[config.mk]
export PLATFORM = sky130hd
export DESIGN_NAME = rs_select
export DESIGN_NICKNAME = d
export VERILOG_FILES = /design/src/rs_select.sv
export SDC_FILE = /design/constraint.sdc
export NUM_CORES = 1
export LEC_CHECK = 0
export BUFFER_PORTS_ARGS = -buffer_cell sky130_fd_sc_hd__buf_4
export CORE_AREA = 2 2 39 41
export DETAILED_ROUTE_END_ITERATION = 16
export DIE_AREA = 0 0 41 43
export PLACE_DENSITY_LB_ADDON = 0.08
export SLEW_MARGIN = 20
export SYNTH_ARGS = -nofsm -noshare
export SYNTH_HDL_FRONTEND = slang
export SYNTH_SLANG_ARGS = --single-unit
[constraint.sdc]
create_clock -name vclk -period 3.3
set_input_delay 0.495 -clock vclk [all_inputs]
set_output_delay 0.495 -clock vclk [all_outputs]
set_load 0.05 [all_outputs]
[src/rs_select.sv]
`timescale 1ns/100ps
`default_nettype none

module rs_select #(
    parameter int NUM_ENTRIES = 16
) (
    input  logic [NUM_ENTRIES-1:0] ready,
    output logic [NUM_ENTRIES-1:0] grant
);

    logic found;    // a lower entry already took the grant

    // fixed priority, entry 0 highest
    always_comb begin
        grant = '0;
        found = 1'b0;
        for (int i = 0; i < NUM_ENTRIES; i++) begin
            grant[i] = ready[i] & ~found;
            found    = found | ready[i];
        end
    end

endmodule

`default_nettype wire

==> flow_summary.ini <==
[cells_and_area]
seq_cells = 0
area_delta_synth_final_pct = 91.3
layout.nets = 78
drive_gt1_share_pct = 73.3
seq_area_um2 = 0
nClkBuffers = 0
n_antenna_cell = 0
fill_cells = 150

[synth]
synth_compound_area_share_pct = 0
syn-num-nets = 47
ys_top_cells_by_count = nor4_2, inv_1, nand2b_1, or4b_2
synthAdderAreaFrac_pct = 0
ys_types = 15
syn-instance-count = 31
ys.warnings.count = 0
synth_top_area_cell = nor4_2
synth_top_family_by_area = simple AND/OR/NAND/NOR gates
synth.area.mux_share_pct = 0
yosys.area_share.simple_pct = 86.5
synth_xor_xnor_area_share_pct = 0
yosysTopAreaCellShare_pct = 33.8
syn_area_um2 = 259
ys_seq_area_share_pct = 0
ys_top_cells_by_area = nor4_2, or4b_2, nand2b_1, nor4b_1, nor3b_1
yosysMostFrequentCell = nor4_2
syn_avg_cell_area_um2 = 8.35

[sta]
tightestPinTransition_ns = 0.363
fmax_ghz = 0.422
drv_slew = 0
max_slew_margin_pct = 75.8
hold_violations = 0
setup_slack_ns = 0.930
grt_setup_unrepaired = no
period_needed_ns = 2.37
final-setup-viol-count = 0
setup_tns_ns = 0
finalCritPeriodShare_pct = 71.8

[detailed_routing]
vias = 353
drcViolationCount = 0
wire_per_inst_um = 10.4
firstDrtPassIters = 2
wirelength_um = 787
drt-initial-drc-count = 1
ant_nets = 0
viasPerCell = 4.64

[pwr]
ir_worst_vdd_uv = 51.2
p_leak_nw = 0.207
p_clk_share_pct = 0
p_sw_mw = 0.0229
power.density_nw_per_um2 = 87.7
pwr-share-comb_pct = 100.0
swShare_pct = 52.6
intPower_mw = 0.0206
seq_power_share_pct = 0

[worst_setup_path]
worstSetupEndpointType = primary output
cp_max_fo = 8
cpPeakStageDelay_ns = 0.71
crit_type = input pin to primary output
critical_path_buf_inv_count = 2
arrival_ns = 1.88
crit_chain = buf_4 -> or4_1 -> nor4_2 -> buf_4
cp.required_ns = 2.80
slowest_stage = or4_1
crit_family = simple AND/OR/NAND/NOR gates
cp-start-kind = input pin
crit_path_frequent_cell = buf_4

[worst_hold_path]
min_path_type = input pin to primary output
min_delay_path_depth = 2
hold_path.startpoint = ready[0]
whs_endpoint = grant[0]

[clock_network]
cts-resized-gates = 0
cts_setup_buffers = 0
ctsHoldBuffers = 0

[global_route]
grt_pass1_vias = 307
grt_max_degree = 13
grt_pass1_wl_um = 1220
grt-ovfl-total = 0
antenna_found_initial = 0
grt_usage_pct = 9.19

[place]
io_buffers = 32
pre_cts_ws_ns = 0.913
hpwl_um = 677
place.gp.congestion = 0.558

[floorplanning]
die_x_um = 41
num_rows = 14
core-area_um2 = 1380
dieArea_um2 = 1760
die_h_um = 43
start_util_pct = 18.7
pin_count = 32

[flow_run]
maxCapViolations = 0

[status]
outcome = finished clean
-- placed cells by master (no fill, tap or decap) --
cell,synthesis,final
or4b_2,3,3
nor3b_1,2,2
nor2_1,1,1
or4_1,2,2
or3b_2,1,1
or4_4,1,1
nand2b_1,3,3
buf_4,1,32
inv_1,3,3
nor3_1,2,2
nor2b_1,1,1
nor4b_1,2,2
nor4_2,7,7
-- power by group through the flow --
stage / Clock, mW / Combinational, mW / Sequential (mW)
finish: 0 / 0.0435 / 0
global route: 0 / 0.0476 / 0
CTS: 0 / 0.0439 / 0
detailed placement: 0 / 0.0437 / 0
global placement: 0 / 0.0442 / 0
floorplan: 0 / 0.0210 / 0
-- cell families after synthesis --
family	after synthesis
buf+inv	6
simple gates	25
-- per-stage QoR --
stage	instance area (um2)	cells	hold slack, ns	power (mW)	utilization, %
after floorplan	259	31	1.09	0.0210	-
after global routing	495	76	1.30	0.0476	35.8
after CTS	495	76	1.28	0.0439	35.8
after detailed placement	495	76	1.28	0.0437	35.8
final	495	76	1.28	0.0435	35.8
after global placement	495	76	1.29	0.0442	35.8
-- cell type report --
type / count / area (um2) / area share (%)
multi-input combinational: 25 / 224 / 45.2
inverter: 3 / 11.3 / 2.27
timing repair buffer: 32 / 240 / 48.5
tap: 16 / 20.0 / 4.04
-- layer usage --
layer  global-route usage, %  routed length [um]
met3                       0                 127
met4                       0                   0
met1                    12.0                 341
met2                    16.9                 318
met5                       0                   0
-- worst max-delay path by stage --
stage | start | to | slack [ns] | cells after the start
after global placement | ready[4] | grant[15] | 0.92 | 4
after floorplan | ready[1] | grant[6] | 0.09 | 2
after global routing | ready[4] | grant[14] | 0.86 | 4
after CTS | ready[4] | grant[14] | 0.91 | 4
final | ready[4] | grant[14] | 0.93 | 4
after detailed placement | ready[4] | grant[14] | 0.91 | 4
Power figures use the tool's default switching activity.
